### config.mk
export PLATFORM = sky130hd
export DESIGN_NAME = gbe_cpu_attach
export DESIGN_NICKNAME = d
export VERILOG_FILES = /design/src/gbe_cpu_pkg.sv /design/src/cpu_bus_if.sv /design/src/wb_slave_decode.sv /design/src/gbe_ctrl_regs.sv /design/src/gbe_mem_port.sv /design/src/gbe_cpu_attach.sv
export SDC_FILE = /design/constraint.sdc
export NUM_CORES = 1
export LEC_CHECK = 0
export BUFFER_PORTS_ARGS = -buffer_cell sky130_fd_sc_hd__buf_2
export CORE_MARGIN = 3
export CORE_UTILIZATION = 42
export DETAILED_ROUTE_END_ITERATION = 8
export MAX_ROUTING_LAYER = met4
export PLACE_DENSITY = 0.76
export RECOVER_POWER = 50
export SETUP_SLACK_MARGIN = 0.5
export SLEW_MARGIN = 20
export SYNTH_ARGS = -nofsm -noshare
export SYNTH_HDL_FRONTEND = slang
export SYNTH_SLANG_ARGS = --single-unit
export TNS_END_PERCENT = 100
### constraint.sdc
create_clock -name cpu_clk -period 8.76 [get_ports cpu_clk]
set_input_delay 0 -clock cpu_clk [delete_from_list [all_inputs] [get_ports cpu_clk]]
set_output_delay 0 -clock cpu_clk [all_outputs]
set_load 0.005 [all_outputs]
### src/gbe_cpu_pkg.sv
package gbe_cpu_pkg;

  // bus and field widths
  localparam int data_w     = 32;
  localparam int mac_w      = 48;
  localparam int arp_addr_w = 8;
  localparam int buf_addr_w = 9;
  localparam int size_w     = 12;
  localparam int occ_w      = 16;
  localparam int reg_idx_w  = 8;

  // address map, inclusive bounds
  localparam logic [data_w-1:0] regs_base  = 32'h0000_0000;
  localparam logic [data_w-1:0] regs_high  = 32'h0000_0FFF;
  localparam logic [data_w-1:0] arp_base   = 32'h0000_1000;
  localparam logic [data_w-1:0] arp_high   = 32'h0000_3FFF;
  localparam logic [data_w-1:0] txbuf_base = 32'h0000_4000;
  localparam logic [data_w-1:0] txbuf_high = 32'h0000_7FFF;
  localparam logic [data_w-1:0] rxbuf_base = 32'h0000_8000;
  localparam logic [data_w-1:0] rxbuf_high = 32'h0000_BFFF;

  // register word indices, address bits 9 to 2
  localparam logic [reg_idx_w-1:0] reg_core_type     = 8'd0;
  localparam logic [reg_idx_w-1:0] reg_buffer_size   = 8'd1;
  localparam logic [reg_idx_w-1:0] reg_word_length   = 8'd2;
  localparam logic [reg_idx_w-1:0] reg_mac_hi        = 8'd3;
  localparam logic [reg_idx_w-1:0] reg_mac_lo        = 8'd4;
  localparam logic [reg_idx_w-1:0] reg_ip            = 8'd5;
  localparam logic [reg_idx_w-1:0] reg_gateway       = 8'd6;
  localparam logic [reg_idx_w-1:0] reg_buffer_occ    = 8'd10;
  localparam logic [reg_idx_w-1:0] reg_enable        = 8'd11;
  localparam logic [reg_idx_w-1:0] reg_port          = 8'd12;
  localparam logic [reg_idx_w-1:0] reg_phy_status_hi = 8'd13;
  localparam logic [reg_idx_w-1:0] reg_phy_status_lo = 8'd14;
  localparam logic [reg_idx_w-1:0] reg_phy_ctrl_hi   = 8'd15;
  localparam logic [reg_idx_w-1:0] reg_phy_ctrl_lo   = 8'd16;
  localparam logic [reg_idx_w-1:0] reg_arp_size      = 8'd17;

  // identity bytes, 1 means gigabit core
  localparam logic [7:0] core_type     = 8'd1;
  localparam logic [7:0] core_revision = 8'd2;

  // buffer sizes in bytes
  localparam logic [occ_w-1:0] tx_buf_bytes = 16'd2048;
  localparam logic [occ_w-1:0] rx_buf_bytes = 16'd2048;

  // bytes per size count on each side of the core
  localparam logic [occ_w-1:0] tx_word_bytes = 16'd8;
  localparam logic [occ_w-1:0] rx_word_bytes = 16'd1;

  localparam logic [data_w-1:0] arp_entries = 32'd256;

endpackage

### src/cpu_bus_if.sv
interface cpu_bus_if;
  import gbe_cpu_pkg::*;

  logic              req;
  logic              we;
  logic [3:0]        sel;
  logic [data_w-1:0] wdata;
  // address relative to the selected region base
  logic [data_w-1:0] offset;
  logic              reg_sel;
  logic              arp_sel;
  logic              txbuf_sel;
  logic              rxbuf_sel;
  // extra cycle of an arp or tx write
  logic              wr_wait;

  modport decode (
    output req, we, sel, wdata, offset, reg_sel, arp_sel, txbuf_sel, rxbuf_sel, wr_wait
  );

  modport regs (input req, we, sel, wdata, offset, reg_sel);

  modport mem (input req, we, sel, wdata, offset, arp_sel, txbuf_sel, rxbuf_sel, wr_wait);

endinterface

### src/wb_slave_decode.sv
module wb_slave_decode (
  input  logic                           cpu_clk,
  input  logic                           cpu_rst,
  input  logic                           wb_stb_i,
  input  logic                           wb_cyc_i,
  input  logic                           wb_we_i,
  input  logic [gbe_cpu_pkg::data_w-1:0] wb_adr_i,
  input  logic [gbe_cpu_pkg::data_w-1:0] wb_dat_i,
  input  logic [3:0]                     wb_sel_i,
  input  logic [gbe_cpu_pkg::data_w-1:0] reg_rdata_i,
  input  logic [gbe_cpu_pkg::data_w-1:0] mem_rdata_i,
  input  logic                           mem_rd_i,
  cpu_bus_if.decode                      bus,
  output logic [gbe_cpu_pkg::data_w-1:0] wb_dat_o,
  output logic                           wb_ack_o
);
  import gbe_cpu_pkg::*;

  logic ack_q;
  logic wait_q;
  logic rmw_wr;

  // unsigned wrap turns a two-sided bound check into one compare
  function automatic logic in_region(
    input logic [data_w-1:0] addr,
    input logic [data_w-1:0] lo,
    input logic [data_w-1:0] hi
  );
    return (addr - lo) <= (hi - lo);
  endfunction

  assign bus.reg_sel   = in_region(wb_adr_i, regs_base, regs_high);
  assign bus.arp_sel   = in_region(wb_adr_i, arp_base, arp_high);
  assign bus.txbuf_sel = in_region(wb_adr_i, txbuf_base, txbuf_high);
  assign bus.rxbuf_sel = in_region(wb_adr_i, rxbuf_base, rxbuf_high);

  always_comb begin
    bus.offset = wb_adr_i - regs_base;
    if (bus.arp_sel) begin
      bus.offset = wb_adr_i - arp_base;
    end else if (bus.txbuf_sel) begin
      bus.offset = wb_adr_i - txbuf_base;
    end else if (bus.rxbuf_sel) begin
      bus.offset = wb_adr_i - rxbuf_base;
    end
  end

  // new transaction, one cycle only
  assign bus.req     = wb_stb_i && wb_cyc_i && !ack_q && !wait_q;
  assign bus.we      = wb_we_i;
  assign bus.sel     = wb_sel_i;
  assign bus.wdata   = wb_dat_i;
  assign bus.wr_wait = wait_q;

  // arp and tx writes need the old word before merging
  assign rmw_wr = wb_we_i && (bus.arp_sel || bus.txbuf_sel);

  always_ff @(posedge cpu_clk) begin
    if (cpu_rst) begin
      ack_q  <= 1'b0;
      wait_q <= 1'b0;
    end else if (wait_q) begin
      wait_q <= 1'b0;
      ack_q  <= 1'b1;
    end else begin
      ack_q  <= bus.req && !rmw_wr;
      wait_q <= bus.req && rmw_wr;
    end
  end

  assign wb_ack_o = ack_q;
  assign wb_dat_o = mem_rd_i ? mem_rdata_i : reg_rdata_i;

endmodule

### src/gbe_ctrl_regs.sv
module gbe_ctrl_regs #(
  parameter logic [gbe_cpu_pkg::mac_w-1:0]  local_mac       = '1,
  parameter logic [gbe_cpu_pkg::data_w-1:0] local_ip        = '1,
  parameter logic [15:0]                    local_port      = '1,
  parameter logic [7:0]                     local_gateway   = '0,
  parameter logic                           local_enable    = 1'b0,
  parameter logic                           cpu_promiscuous = 1'b0,
  parameter logic [gbe_cpu_pkg::data_w-1:0] phy_config      = '0,
  parameter logic                           cpu_tx_enable   = 1'b0,
  parameter logic                           cpu_rx_enable   = 1'b0
) (
  input  logic                           cpu_clk,
  input  logic                           cpu_rst,
  cpu_bus_if.regs                        bus,
  input  logic [gbe_cpu_pkg::size_w-1:0] rx_size_i,
  input  logic                           rx_ready_i,
  input  logic                           tx_done_i,
  output logic [gbe_cpu_pkg::data_w-1:0] reg_rdata_o,
  output logic                           rx_ack_o,
  output logic [gbe_cpu_pkg::size_w-1:0] tx_size_o,
  output logic                           tx_ready_o,
  output logic                           local_enable_o,
  output logic [gbe_cpu_pkg::mac_w-1:0]  local_mac_o,
  output logic [gbe_cpu_pkg::data_w-1:0] local_ip_o,
  output logic [15:0]                    local_port_o,
  output logic [7:0]                     local_gateway_o,
  output logic                           cpu_promiscuous_o,
  output logic [gbe_cpu_pkg::data_w-1:0] phy_control_o
);
  import gbe_cpu_pkg::*;

  logic [mac_w-1:0]     mac_q;
  logic [data_w-1:0]    ip_q;
  logic [15:0]          port_q;
  logic [7:0]           gateway_q;
  logic                 enable_q;
  logic                 promisc_q;
  logic [63:0]          phy_ctrl_q;
  logic [occ_w-1:0]     rx_size_q;
  logic [occ_w-1:0]     tx_size_q;
  logic                 tx_ready_q;
  logic                 rx_ack_q;
  logic [reg_idx_w-1:0] idx_q;
  logic [reg_idx_w-1:0] wr_idx;
  logic [data_w-1:0]    wr_word;
  logic                 reg_wr;

  function automatic logic [data_w-1:0] lane_merge(
    input logic [data_w-1:0] old_w,
    input logic [data_w-1:0] new_w,
    input logic [3:0]        lanes
  );
    logic [data_w-1:0] res;
    res = old_w;
    for (int b = 0; b < 4; b++) begin
      if (lanes[b]) begin
        res[8*b +: 8] = new_w[8*b +: 8];
      end
    end
    return res;
  endfunction

  // read value of each register index
  function automatic logic [data_w-1:0] reg_word(input logic [reg_idx_w-1:0] idx);
    case (idx)
      reg_core_type:
        return {7'b0, cpu_tx_enable, 7'b0, cpu_rx_enable, core_revision, core_type};
      reg_buffer_size:   return {tx_buf_bytes, rx_buf_bytes};
      reg_word_length:   return {tx_word_bytes, rx_word_bytes};
      reg_mac_hi:        return {16'h0, mac_q[47:32]};
      reg_mac_lo:        return mac_q[31:0];
      reg_ip:            return ip_q;
      reg_gateway:       return {24'h0, gateway_q};
      reg_buffer_occ:    return {tx_size_q, rx_size_q};
      reg_enable:        return {16'h0, 7'b0, promisc_q, 7'b0, enable_q};
      // port mask half not implemented
      reg_port:          return {16'h0, port_q};
      reg_phy_status_hi: return '0;
      // link always reported up
      reg_phy_status_lo: return 32'd1;
      reg_phy_ctrl_hi:   return phy_ctrl_q[63:32];
      reg_phy_ctrl_lo:   return phy_ctrl_q[31:0];
      reg_arp_size:      return arp_entries;
      default:           return '0;
    endcase
  endfunction

  assign wr_idx = bus.offset[reg_idx_w+1:2];
  assign reg_wr = bus.req && bus.reg_sel && bus.we;

  always_comb begin
    reg_rdata_o = reg_word(idx_q);
    wr_word     = lane_merge(reg_word(wr_idx), bus.wdata, bus.sel);
  end

  always_ff @(posedge cpu_clk) begin
    if (cpu_rst) begin
      mac_q      <= local_mac;
      ip_q       <= local_ip;
      port_q     <= local_port;
      gateway_q  <= local_gateway;
      enable_q   <= local_enable;
      promisc_q  <= cpu_promiscuous;
      phy_ctrl_q <= {32'h0, phy_config};
      rx_size_q  <= '0;
      tx_size_q  <= '0;
      tx_ready_q <= 1'b0;
      rx_ack_q   <= 1'b0;
      idx_q      <= '0;
    end else begin
      // core has sent the packet
      if (tx_done_i) begin
        tx_size_q  <= '0;
        tx_ready_q <= 1'b0;
      end
      // ack only when the cpu has freed its rx half
      rx_ack_q <= rx_ready_i && (rx_size_q == '0);
      if (rx_ready_i) begin
        rx_size_q <= {{(occ_w-size_w){1'b0}}, rx_size_i};
      end
      if (bus.req && bus.reg_sel) begin
        idx_q <= wr_idx;
      end
      // cpu writes take priority over core strobes
      if (reg_wr) begin
        case (wr_idx)
          reg_mac_hi:      mac_q[47:32] <= wr_word[15:0];
          reg_mac_lo:      mac_q[31:0]  <= wr_word;
          reg_ip:          ip_q         <= wr_word;
          reg_gateway:     gateway_q    <= wr_word[7:0];
          reg_port:        port_q       <= wr_word[15:0];
          reg_phy_ctrl_hi: phy_ctrl_q[63:32] <= wr_word;
          reg_phy_ctrl_lo: phy_ctrl_q[31:0]  <= wr_word;
          reg_enable: begin
            enable_q  <= wr_word[0];
            promisc_q <= wr_word[8];
          end
          reg_buffer_occ: begin
            if (|bus.sel[1:0]) begin
              rx_size_q <= wr_word[15:0];
            end
            if (|bus.sel[3:2]) begin
              tx_size_q <= wr_word[31:16];
            end
            // low size byte arms the transmit
            if (bus.sel[2]) begin
              tx_ready_q <= 1'b1;
            end
          end
          default: begin
          end
        endcase
      end
    end
  end

  assign local_mac_o       = mac_q;
  assign local_ip_o        = ip_q;
  assign local_port_o      = port_q;
  assign local_gateway_o   = gateway_q;
  assign local_enable_o    = enable_q;
  assign cpu_promiscuous_o = promisc_q;
  assign phy_control_o     = phy_ctrl_q[31:0];
  assign tx_size_o         = tx_size_q[size_w-1:0];
  assign tx_ready_o        = tx_ready_q;
  assign rx_ack_o          = rx_ack_q;

endmodule

### src/gbe_mem_port.sv
module gbe_mem_port (
  input  logic                               cpu_clk,
  input  logic                               cpu_rst,
  cpu_bus_if.mem                             bus,
  input  logic [gbe_cpu_pkg::mac_w-1:0]      arp_rd_data_i,
  input  logic [gbe_cpu_pkg::data_w-1:0]     tx_buf_rd_data_i,
  input  logic [gbe_cpu_pkg::data_w-1:0]     rx_buf_rd_data_i,
  output logic [gbe_cpu_pkg::arp_addr_w-1:0] arp_addr_o,
  output logic [gbe_cpu_pkg::mac_w-1:0]      arp_wr_data_o,
  output logic                               arp_wr_en_o,
  output logic [gbe_cpu_pkg::buf_addr_w-1:0] tx_buf_addr_o,
  output logic [gbe_cpu_pkg::data_w-1:0]     tx_buf_wr_data_o,
  output logic                               tx_buf_wr_en_o,
  output logic [gbe_cpu_pkg::buf_addr_w-1:0] rx_buf_addr_o,
  output logic [gbe_cpu_pkg::data_w-1:0]     mem_rdata_o,
  output logic                               mem_rd_o
);
  import gbe_cpu_pkg::*;

  logic [mac_w-1:0] old_d;
  logic [mac_w-1:0] new_d;
  logic [mac_w-1:0] merged;
  logic [5:0]       lanes;
  logic [mac_w-1:0] wr_data_q;
  logic             arp_we_q;
  logic             tx_we_q;
  logic             mem_rd_q;

  // arp entries are two words apart, buffers one
  assign arp_addr_o    = bus.offset[10:3];
  assign tx_buf_addr_o = bus.offset[10:2];
  assign rx_buf_addr_o = bus.offset[10:2];

  always_comb begin
    if (bus.arp_sel) begin
      old_d = arp_rd_data_i;
      new_d = {bus.wdata[15:0], bus.wdata};
      // bit 2 clear selects the upper 16 bits via lanes 0 and 1
      lanes = bus.offset[2] ? {2'b00, bus.sel} : {bus.sel[1:0], 4'b0000};
    end else begin
      old_d = {16'h0, tx_buf_rd_data_i};
      new_d = {16'h0, bus.wdata};
      lanes = {2'b00, bus.sel};
    end
    for (int b = 0; b < 6; b++) begin
      merged[8*b +: 8] = lanes[b] ? new_d[8*b +: 8] : old_d[8*b +: 8];
    end
  end

  always_ff @(posedge cpu_clk) begin
    if (bus.wr_wait) begin
      wr_data_q <= merged;
    end
  end

  always_ff @(posedge cpu_clk) begin
    if (cpu_rst) begin
      arp_we_q <= 1'b0;
      tx_we_q  <= 1'b0;
      mem_rd_q <= 1'b0;
    end else begin
      arp_we_q <= bus.wr_wait && bus.arp_sel;
      tx_we_q  <= bus.wr_wait && bus.txbuf_sel;
      mem_rd_q <= bus.req && !bus.we && (bus.arp_sel || bus.txbuf_sel || bus.rxbuf_sel);
    end
  end

  assign arp_wr_data_o    = wr_data_q;
  assign arp_wr_en_o      = arp_we_q;
  assign tx_buf_wr_data_o = wr_data_q[data_w-1:0];
  assign tx_buf_wr_en_o   = tx_we_q;
  assign mem_rd_o         = mem_rd_q;

  // address is held until ack so the region flags still pick the source
  always_comb begin
    if (bus.arp_sel) begin
      mem_rdata_o = bus.offset[2] ? arp_rd_data_i[31:0] : {16'h0, arp_rd_data_i[47:32]};
    end else if (bus.txbuf_sel) begin
      mem_rdata_o = tx_buf_rd_data_i;
    end else begin
      mem_rdata_o = rx_buf_rd_data_i;
    end
  end

endmodule

### src/gbe_cpu_attach.sv
module gbe_cpu_attach #(
  parameter logic [gbe_cpu_pkg::mac_w-1:0]  local_mac       = '1,
  parameter logic [gbe_cpu_pkg::data_w-1:0] local_ip        = '1,
  parameter logic [15:0]                    local_port      = '1,
  parameter logic [7:0]                     local_gateway   = '0,
  parameter logic                           local_enable    = 1'b0,
  parameter logic                           cpu_promiscuous = 1'b0,
  parameter logic [gbe_cpu_pkg::data_w-1:0] phy_config      = '0,
  parameter logic                           cpu_tx_enable   = 1'b0,
  parameter logic                           cpu_rx_enable   = 1'b0
) (
  input  logic                               cpu_clk,
  input  logic                               cpu_rst,
  // wishbone slave
  input  logic                               wb_stb_i,
  input  logic                               wb_cyc_i,
  input  logic                               wb_we_i,
  input  logic [gbe_cpu_pkg::data_w-1:0]     wb_adr_i,
  input  logic [gbe_cpu_pkg::data_w-1:0]     wb_dat_i,
  input  logic [3:0]                         wb_sel_i,
  output logic [gbe_cpu_pkg::data_w-1:0]     wb_dat_o,
  output logic                               wb_ack_o,
  // local configuration
  output logic                               local_enable_o,
  output logic [gbe_cpu_pkg::mac_w-1:0]      local_mac_o,
  output logic [gbe_cpu_pkg::data_w-1:0]     local_ip_o,
  output logic [15:0]                        local_port_o,
  output logic [7:0]                         local_gateway_o,
  output logic                               cpu_promiscuous_o,
  output logic [gbe_cpu_pkg::data_w-1:0]     phy_control_o,
  // arp cache ram
  output logic [gbe_cpu_pkg::arp_addr_w-1:0] arp_addr_o,
  input  logic [gbe_cpu_pkg::mac_w-1:0]      arp_rd_data_i,
  output logic [gbe_cpu_pkg::mac_w-1:0]      arp_wr_data_o,
  output logic                               arp_wr_en_o,
  // rx buffer
  output logic [gbe_cpu_pkg::buf_addr_w-1:0] rx_buf_addr_o,
  input  logic [gbe_cpu_pkg::data_w-1:0]     rx_buf_rd_data_i,
  input  logic [gbe_cpu_pkg::size_w-1:0]     rx_size_i,
  output logic                               rx_ack_o,
  input  logic                               rx_ready_i,
  // tx buffer
  output logic [gbe_cpu_pkg::buf_addr_w-1:0] tx_buf_addr_o,
  input  logic [gbe_cpu_pkg::data_w-1:0]     tx_buf_rd_data_i,
  output logic [gbe_cpu_pkg::data_w-1:0]     tx_buf_wr_data_o,
  output logic                               tx_buf_wr_en_o,
  output logic [gbe_cpu_pkg::size_w-1:0]     tx_size_o,
  output logic                               tx_ready_o,
  input  logic                               tx_done_i
);
  import gbe_cpu_pkg::*;

  logic [data_w-1:0] reg_rdata;
  logic [data_w-1:0] mem_rdata;
  logic              mem_rd;

  cpu_bus_if u_bus ();

  wb_slave_decode u_wb_slave_decode (
    .cpu_clk     (cpu_clk),
    .cpu_rst     (cpu_rst),
    .wb_stb_i    (wb_stb_i),
    .wb_cyc_i    (wb_cyc_i),
    .wb_we_i     (wb_we_i),
    .wb_adr_i    (wb_adr_i),
    .wb_dat_i    (wb_dat_i),
    .wb_sel_i    (wb_sel_i),
    .reg_rdata_i (reg_rdata),
    .mem_rdata_i (mem_rdata),
    .mem_rd_i    (mem_rd),
    .bus         (u_bus.decode),
    .wb_dat_o    (wb_dat_o),
    .wb_ack_o    (wb_ack_o)
  );

  gbe_ctrl_regs #(
    .local_mac       (local_mac),
    .local_ip        (local_ip),
    .local_port      (local_port),
    .local_gateway   (local_gateway),
    .local_enable    (local_enable),
    .cpu_promiscuous (cpu_promiscuous),
    .phy_config      (phy_config),
    .cpu_tx_enable   (cpu_tx_enable),
    .cpu_rx_enable   (cpu_rx_enable)
  ) u_gbe_ctrl_regs (
    .cpu_clk           (cpu_clk),
    .cpu_rst           (cpu_rst),
    .bus               (u_bus.regs),
    .rx_size_i         (rx_size_i),
    .rx_ready_i        (rx_ready_i),
    .tx_done_i         (tx_done_i),
    .reg_rdata_o       (reg_rdata),
    .rx_ack_o          (rx_ack_o),
    .tx_size_o         (tx_size_o),
    .tx_ready_o        (tx_ready_o),
    .local_enable_o    (local_enable_o),
    .local_mac_o       (local_mac_o),
    .local_ip_o        (local_ip_o),
    .local_port_o      (local_port_o),
    .local_gateway_o   (local_gateway_o),
    .cpu_promiscuous_o (cpu_promiscuous_o),
    .phy_control_o     (phy_control_o)
  );

  gbe_mem_port u_gbe_mem_port (
    .cpu_clk          (cpu_clk),
    .cpu_rst          (cpu_rst),
    .bus              (u_bus.mem),
    .arp_rd_data_i    (arp_rd_data_i),
    .tx_buf_rd_data_i (tx_buf_rd_data_i),
    .rx_buf_rd_data_i (rx_buf_rd_data_i),
    .arp_addr_o       (arp_addr_o),
    .arp_wr_data_o    (arp_wr_data_o),
    .arp_wr_en_o      (arp_wr_en_o),
    .tx_buf_addr_o    (tx_buf_addr_o),
    .tx_buf_wr_data_o (tx_buf_wr_data_o),
    .tx_buf_wr_en_o   (tx_buf_wr_en_o),
    .rx_buf_addr_o    (rx_buf_addr_o),
    .mem_rdata_o      (mem_rdata),
    .mem_rd_o         (mem_rd)
  );

endmodule

==> run_results.csv, run 1 <==
group,metric,value,unit
power_and_ir_drop,power.total,3.066,mW
global_routing,grt_pass1_vias,18040,
sta,rsz0062_at_grt,"false",
drt,wl_per_cell,26.83,µm
drt,drt-total-wl,78520,µm
synthesis,ys.flop_type,"dfxtp_1",
power_and_ir_drop,p_int,2.289,mW
critical_path,ff2ff_setup_slack,4650,ps
critical_path,reg2reg_from,"u_wb_slave_decode.bus.wr_wait",
cts,cts_buffer_depth,3,
sta,slew_viol_final,52,
place,port_buffers,484,
critical_path,worstSetupEndpoint,"wb_dat_o[27]",
sta,finalClockSkew,27.03,ps
power_and_ir_drop,p_sw_share,25.34,%
synthesis,syn_nets,2176,
cts,cts_tree,"built",
place,dp_hpwl,52470,µm
cts,postCtsResizedCells,0,
power_and_ir_drop,leakage,7.812,nW
floorplan,boundaryPins,492,
synthesis,synth_top_cell_area_share,26.36,%
synthesis,synth.avg_cell_area,8.345,µm²
power_and_ir_drop,sequentialPowerShare,40.7,%
layout,fillers,3605,
cts,cts_setup_buffers,0,
synthesis,yosys-top-cells-area,"dfxtp_1, edfxtp_1, a21oi_1, mux2i_1, a22oi_1",
drt,drt-initial-drc-count,3024,
power_and_ir_drop,powerDensity,147.9,nW/µm²
synthesis,synth-seq-cells,265,
cts,cts_made_buffers,30,
global_routing,grt_pass1_wl,113700,µm
synthesis,synth_edf_count,48,
synthesis,synth-seq-area-share,35.10,%
critical_path,r2r_end,"u_gbe_mem_port.mem_rd_o",
floorplan,die_width,204.1,µm
critical_path,crit_required,8760,ps
cts,clock-sinks,265,
sta,hold_viol_final,0,
power_and_ir_drop,power_frac_comb,11.0,%
power_and_ir_drop,irDropWorstVdd,152.5,µV
floorplan,core_area,38200,µm²
synthesis,syn_area,16480,µm²
sta,final.setup.tns,0,ps
critical_path,start_kind,"flip-flop",
cts,clockRootBuffer,"clkbuf_16",
critical_path,arrival,4150,ps
sta,fmax,0.2408,GHz
floorplan,die_area,41660,µm²
sta,worstMarginPinSlew,3099,ps
layout,layout_commonest_cell,"buf_2",
synthesis,yosysUniqueCellTypes,75,
place,place_congestion,0.9702,
layout,nNetsFinal,2583,
synthesis,yosys.area.top_type,"dfxtp_1",
layout,design_area,20720,µm²
drt,viasPerCell,6.487,
sta,slew_headroom,-106.6,%
floorplan,initial_utilization,43.15,%
layout,drive_gt1_share,23.20,%
sta,period_needed,4152,ps
critical_path,startpoint,"u_gbe_ctrl_regs.idx_q[4]",
global_routing,grt_max_degree,84,
cts,ctsHtreeMaxLevel,1,
run_status,violations,"capacitance limit, slew limit",
critical_path,r2r_cells,6,
drt,vias,18980,
layout,final_cell_mix,"buf_2, dfxtp_1, nand2_1, a21oi_1, clkbuf_1",
job,maxCapViolCount,1,
critical_path,path_class,"flip-flop to output port",
power_and_ir_drop,power_frac_clock,48.3,%
floorplan,num_rows,71,
synthesis,synth_warnings,0,
run_status,outcome,"complete, but fails checks",
floorplan,die_y,204.1,µm
cts,clk_latency,600,ps
power_and_ir_drop,p_sw,0.7768,mW
sta,setup_viol,0,
worst_hold_path,hp-class,"primary input to output port",
global_routing,grt_remaining_overflow,0,
drt,first_pass_iters,8,
critical_path,end_kind,"output port",
global_routing,grtUsageTotal,36.44,%
drt,ant_nets,0,
synthesis,synthArstFlopShare,0,%
sta,post-route-period-util,47.40,%
place,placed_cell_area,18330,µm²
cts,cts.reportedPaths.clkPinSlew,70,ps
layout,area_growth,25.73,%
critical_path,critPathMaxFanout,22,
synthesis,netlist_instances,1975,
global_routing,antenna_found_initial,8,
drt,drc,0,
==> per-layer routing <==
layer	vias to the layer above	share of wire (%)	global-route usage, %
met5	-	0	-
met4	0	5.8	19.17
met3	348	14	12.23
met2	1542	43	52.61
met1	8948	37	45.13
li1	8142	-	-
==> through the flow <==
step	utilization, %	setup slack (ps)	hold WS [ps]	instances
floorplan	-	5796	80.82	1975
global placement	47.96	4796	0.1049	2718
detailed placement	47.98	4781	0.1049	2718
CTS	54.74	4821	0.1049	2916
global route	54.24	4272	0.1157	2924
finish	54.25	4608	0.1306	2926
==> worst max-delay path: stages, from the launching register on <==
cell      delay [ps]
dfxtp_1          450
nor4_1           850
nand2_1          610
nor3_2           350
buf_4            410
a221o_1          220
a221oi_1          80
o22a_1           300
o21ai_1          110
buf_2            150
==> cells by family (layout without fill, tap and decap cells) <==
| logic type | count (synthesis) | after routing | synth area share (%) |
|---|---|---|---|
| AOI/OAI and AO/OA | 591 | 591 | 25.95 |
| DFF | 265 | 265 | 35.10 |
| adders and majority gates | 2 | 2 | 0.1518 |
| buffers and inverters | 301 | 731 | 9.717 |
| and+or+nand+nor | 701 | 701 | 21.94 |
| muxes | 108 | 108 | 6.764 |
| xor gates and xnor gates | 7 | 7 | 0.3720 |
| other | 0 | 10 | 0 |
==> cells in the mapped netlist (9+ instances only) <==
cell type  count
a211oi_1      25
a21oi_1      172
a222oi_1      21
a22o_1        11
a22oi_1      105
a31o_2        56
and3_1        16
buf_1         25
buf_2         14
buf_4        103
buf_6          9
clkbuf_1     134
dfxtp_1      217
edfxtp_1      48
inv_1         16
mux2_2        27
mux2i_1       81
nand2_1      196
nand2b_1      15
nand3_1       88
nand4_1       19
nand4b_1      33
nor2_1       146
nor2b_1       32
nor3_1        55
nor3_2        24
nor3b_1       20
nor4_1        19
o21ai_0       58
o221ai_1       9
o221ai_2      20
o22ai_1       28
o31ai_1       13
==> repair_timing <==
item,CTS,global route
hold endpoints to repair,148,0
setup endpoints to repair,0,0
hold buffers,143,0
==> sequential cells by signal, summed over array words and instances, names as in the netlist, 8 cells and up <==
signal                           cells
u_gbe_ctrl_regs.idx_q                8
u_gbe_ctrl_regs.local_gateway_o      8
u_gbe_ctrl_regs.local_ip_o          32
u_gbe_ctrl_regs.local_mac_o         48
u_gbe_ctrl_regs.local_port_o        16
u_gbe_ctrl_regs.phy_ctrl_q          64
u_gbe_ctrl_regs.rx_size_q           16
u_gbe_ctrl_regs.tx_size_q           16
u_gbe_mem_port.arp_wr_data_o        48
==> layout make-up <==
type                    instances  area (µm²)  area share, %
well taps                     511       639.4          3.085
clock buffers                  36       857.1          4.136
multi-input cells            1409        9171          44.26
repair buffers                660        3890          18.77
flip-flops and latches        265        5786          27.92
clock inverters                19       294.0          1.419
inverters                      16       60.06         0.2898
diodes                         10       25.02         0.1208
==> worst min path at each step <==
stage | from | end | slack (ps) | cells past startpoint
detailed placement | wb_adr_i[10] | tx_buf_addr_o[8] | 0.1 | 0
CTS | wb_adr_i[10] | tx_buf_addr_o[8] | 0.1 | 0
global placement | wb_adr_i[10] | tx_buf_addr_o[8] | 0.1 | 0
floorplan | wb_adr_i[3] | arp_addr_o[0] | 80 | 1
global route | wb_adr_i[10] | tx_buf_addr_o[8] | 0.1 | 0
finish | wb_adr_i[10] | tx_buf_addr_o[8] | 0.1 | 0
==> power by group through the flow <==
stage,Clock (mW),Sequential [mW],Combinational (mW)
CTS,1.48,1.25,0.325
global placement,0,1.27,0.264
detailed placement,0,1.27,0.268
finish,1.48,1.25,0.338
floorplan,0,1.27,0.150
global route,1.53,1.25,0.356
(Power assumes the default switching activity.)
==> inputs of run 2 (changes only) <==
==> constraint.sdc (replaced) <==
create_clock -name cpu_clk -period 4.1 [get_ports cpu_clk]
set_input_delay 0 -clock cpu_clk [delete_from_list [all_inputs] [get_ports cpu_clk]]
set_output_delay 0 -clock cpu_clk [all_outputs]
set_load 0.005 [all_outputs]
==> run 2 against run 1 <==
Against the previous run: the flow now finishes without violations; first-iteration DRC count shrank 0.53%; critical path depth unchanged; global-route usage about the same; sequential share of layout area hardly changed; hold slack about the same; total power grew 98%; clock power grew 80%; final area about the same.
==> run_results.csv, run 2 (synthesized netlist as in run 1, its figures left out) <==
group,metric,value,unit
global_routing,antenna_found_initial,6,
drt,routed.top_layer,"met4",
layout,utilization,54.21,%
sta,slew_viol_final,0,
critical_path,r2r_cells,7,
drt,first_pass_iters,7,
cts,clock-sinks,265,
drt,wl_met3,10860,µm
drt,drt-total-wl,78150,µm
place,pre_cts_ws,665.4,ps
worst_hold_path,hp-class,"primary input to output port",
job,maxCapViolCount,0,
cts,cts_made_buffers,29,
layout,area_growth,25.63,%
sta,worstMarginPinSlew,1381,ps
layout,final_cell_mix,"buf_2, dfxtp_1, nand2_1, a21oi_1, clkbuf_1",
layout,fillers,3561,
cts,clockRootBuffer,"clkbuf_16",
place,dp_hpwl,54210,µm
sta,setup_viol,0,
floorplan,die_y,204.1,µm
power_and_ir_drop,powerDensity,292.5,nW/µm²
floorplan,boundaryPins,492,
global_routing,grt_remaining_overflow,0,
floorplan,core_area,38200,µm²
drt,viasPerCell,6.469,
sta,rsz0062_at_grt,"true",
global_routing,grtUsageTotal,36.43,%
floorplan,num_rows,71,
layout,layout_commonest_cell,"buf_2",
power_and_ir_drop,leakage,7.865,nW
cts,ctsHtreeMaxLevel,1,
global_routing,grt_pass1_wl,114000,µm
layout,nNetsFinal,2604,
drt,drc,0,
floorplan,initial_utilization,43.15,%
place,placed_cells,2742,
drt,met1_length,29180,µm
critical_path,arrival,4040,ps
sta,setup_ws,484.5,ps
sta,fmax,0.2766,GHz
drt,wl_met2,33600,µm
place,port_buffers,484,
sta,period_needed,3616,ps
layout,regMostFlops,"u_gbe_ctrl_regs.phy_ctrl_q",
layout,stdcell_count,2941,
drt,drt-initial-drc-count,3008,
worst_hold_path,whs_path_depth,0,
cts,cts.reportedPaths.clkPinSlew,60,ps
run_status,outcome,"completed",
sta,hold_viol_final,0,
sta,slew_headroom,7.927,%
critical_path,start_kind,"primary input",
drt,ant_nets,0,
floorplan,die_area,41660,µm²
cts,clk_latency,580,ps
global_routing,grt_pass1_vias,18214,
critical_path,crit_required,4520,ps
drt,vias,19026,
critical_path,end_kind,"flip-flop",
critical_path,critPathMaxFanout,8,
power_and_ir_drop,irDropWorstVdd,309.2,µV
floorplan,die_width,204.1,µm
layout,design_area,20710,µm²
global_routing,grt_max_degree,80,
sta,post-route-period-util,88.18,%
sta,final.setup.tns,0,ps
place,place_congestion,0.9911,
sta,finalClockSkew,25.05,ps
drt,wl_per_cell,26.57,µm
layout,drive_gt1_share,24.27,%
place,placed_cell_area,18490,µm²
cts,cts_buffer_depth,3,
cts,cts_tree,"built",
layout,largest_reg_flops,64,
critical_path,path_class,"primary input to flip-flop",
[run 2: what timing repair did]
| action | in CTS | in global routing |
|---|---|---|
| hold endpoints to repair | 119 | 0 |
| hold buffers | 141 | 0 |
| gates resized for setup | 1 | 4 |
| cloned | 0 | 0 |
| setup buffers | 0 | 0 |
| setup endpoints to repair | 17 | 21 |
[run 2: path summary, 6_finish.rpt]
| check | startpoint | to | slack (ps) |
|---|---|---|---|
| max | wb_adr_i[6] | u_gbe_ctrl_regs.phy_ctrl_q[7] | 480 |
| min | wb_adr_i[10] | tx_buf_addr_o[8] | 0.09 |
| max reg2reg | u_wb_slave_decode.wb_ack_o | u_gbe_ctrl_regs.phy_ctrl_q[10] | 850 |
| min reg2reg | u_gbe_ctrl_regs.phy_ctrl_q[59] | u_gbe_ctrl_regs.phy_ctrl_q[59] | 470 |
[run 2: worst max-delay path: stages]
cell and delay [ps]:
dlygate4sd3_1 590, clkbuf_1 270, or4_1 540, a2111oi_0 860, nor2_1 510, and2_0 310
o31ai_1 600, buf_4 260, o22ai_1 90
[run 2: metal layers]
layer,track usage [%],vias to the layer above
met2,52.89,1587
met1,45.88,8941
met5,-,-
li1,-,8173
met3,10.48,325
met4,19.29,0
[run 2: stage by stage]
step	power, mW	hold WS, ps
after floorplan	3.038	80.82
after global placement	3.292	0.1049
after detailed placement	3.299	0.1049
after CTS	6.035	0.1049
after global routing	6.208	0.1157
final	6.056	0.09123
[run 2: power by group]
part | leakage [nW] | switching [mW] | internal, mW
Combinational | 5.23 | 0.419 | 0.303
Clock | 0.485 | 1.14 | 1.53
Sequential | 2.15 | 0.00861 | 2.65
[run 2: final cells by class]
class / instances / area, µm² / share of cell area (%)
repair buffers: 682 / 4065 / 19.63
clock inverters: 10 / 61.31 / 0.2961
multi-input cells: 1409 / 9173 / 44.30
clock buffers: 41 / 903.4 / 4.363
well taps: 511 / 639.4 / 3.088
inverters: 16 / 60.06 / 0.2900
flip-flops and latches: 265 / 5787 / 27.95
diodes: 7 / 17.52 / 0.08460
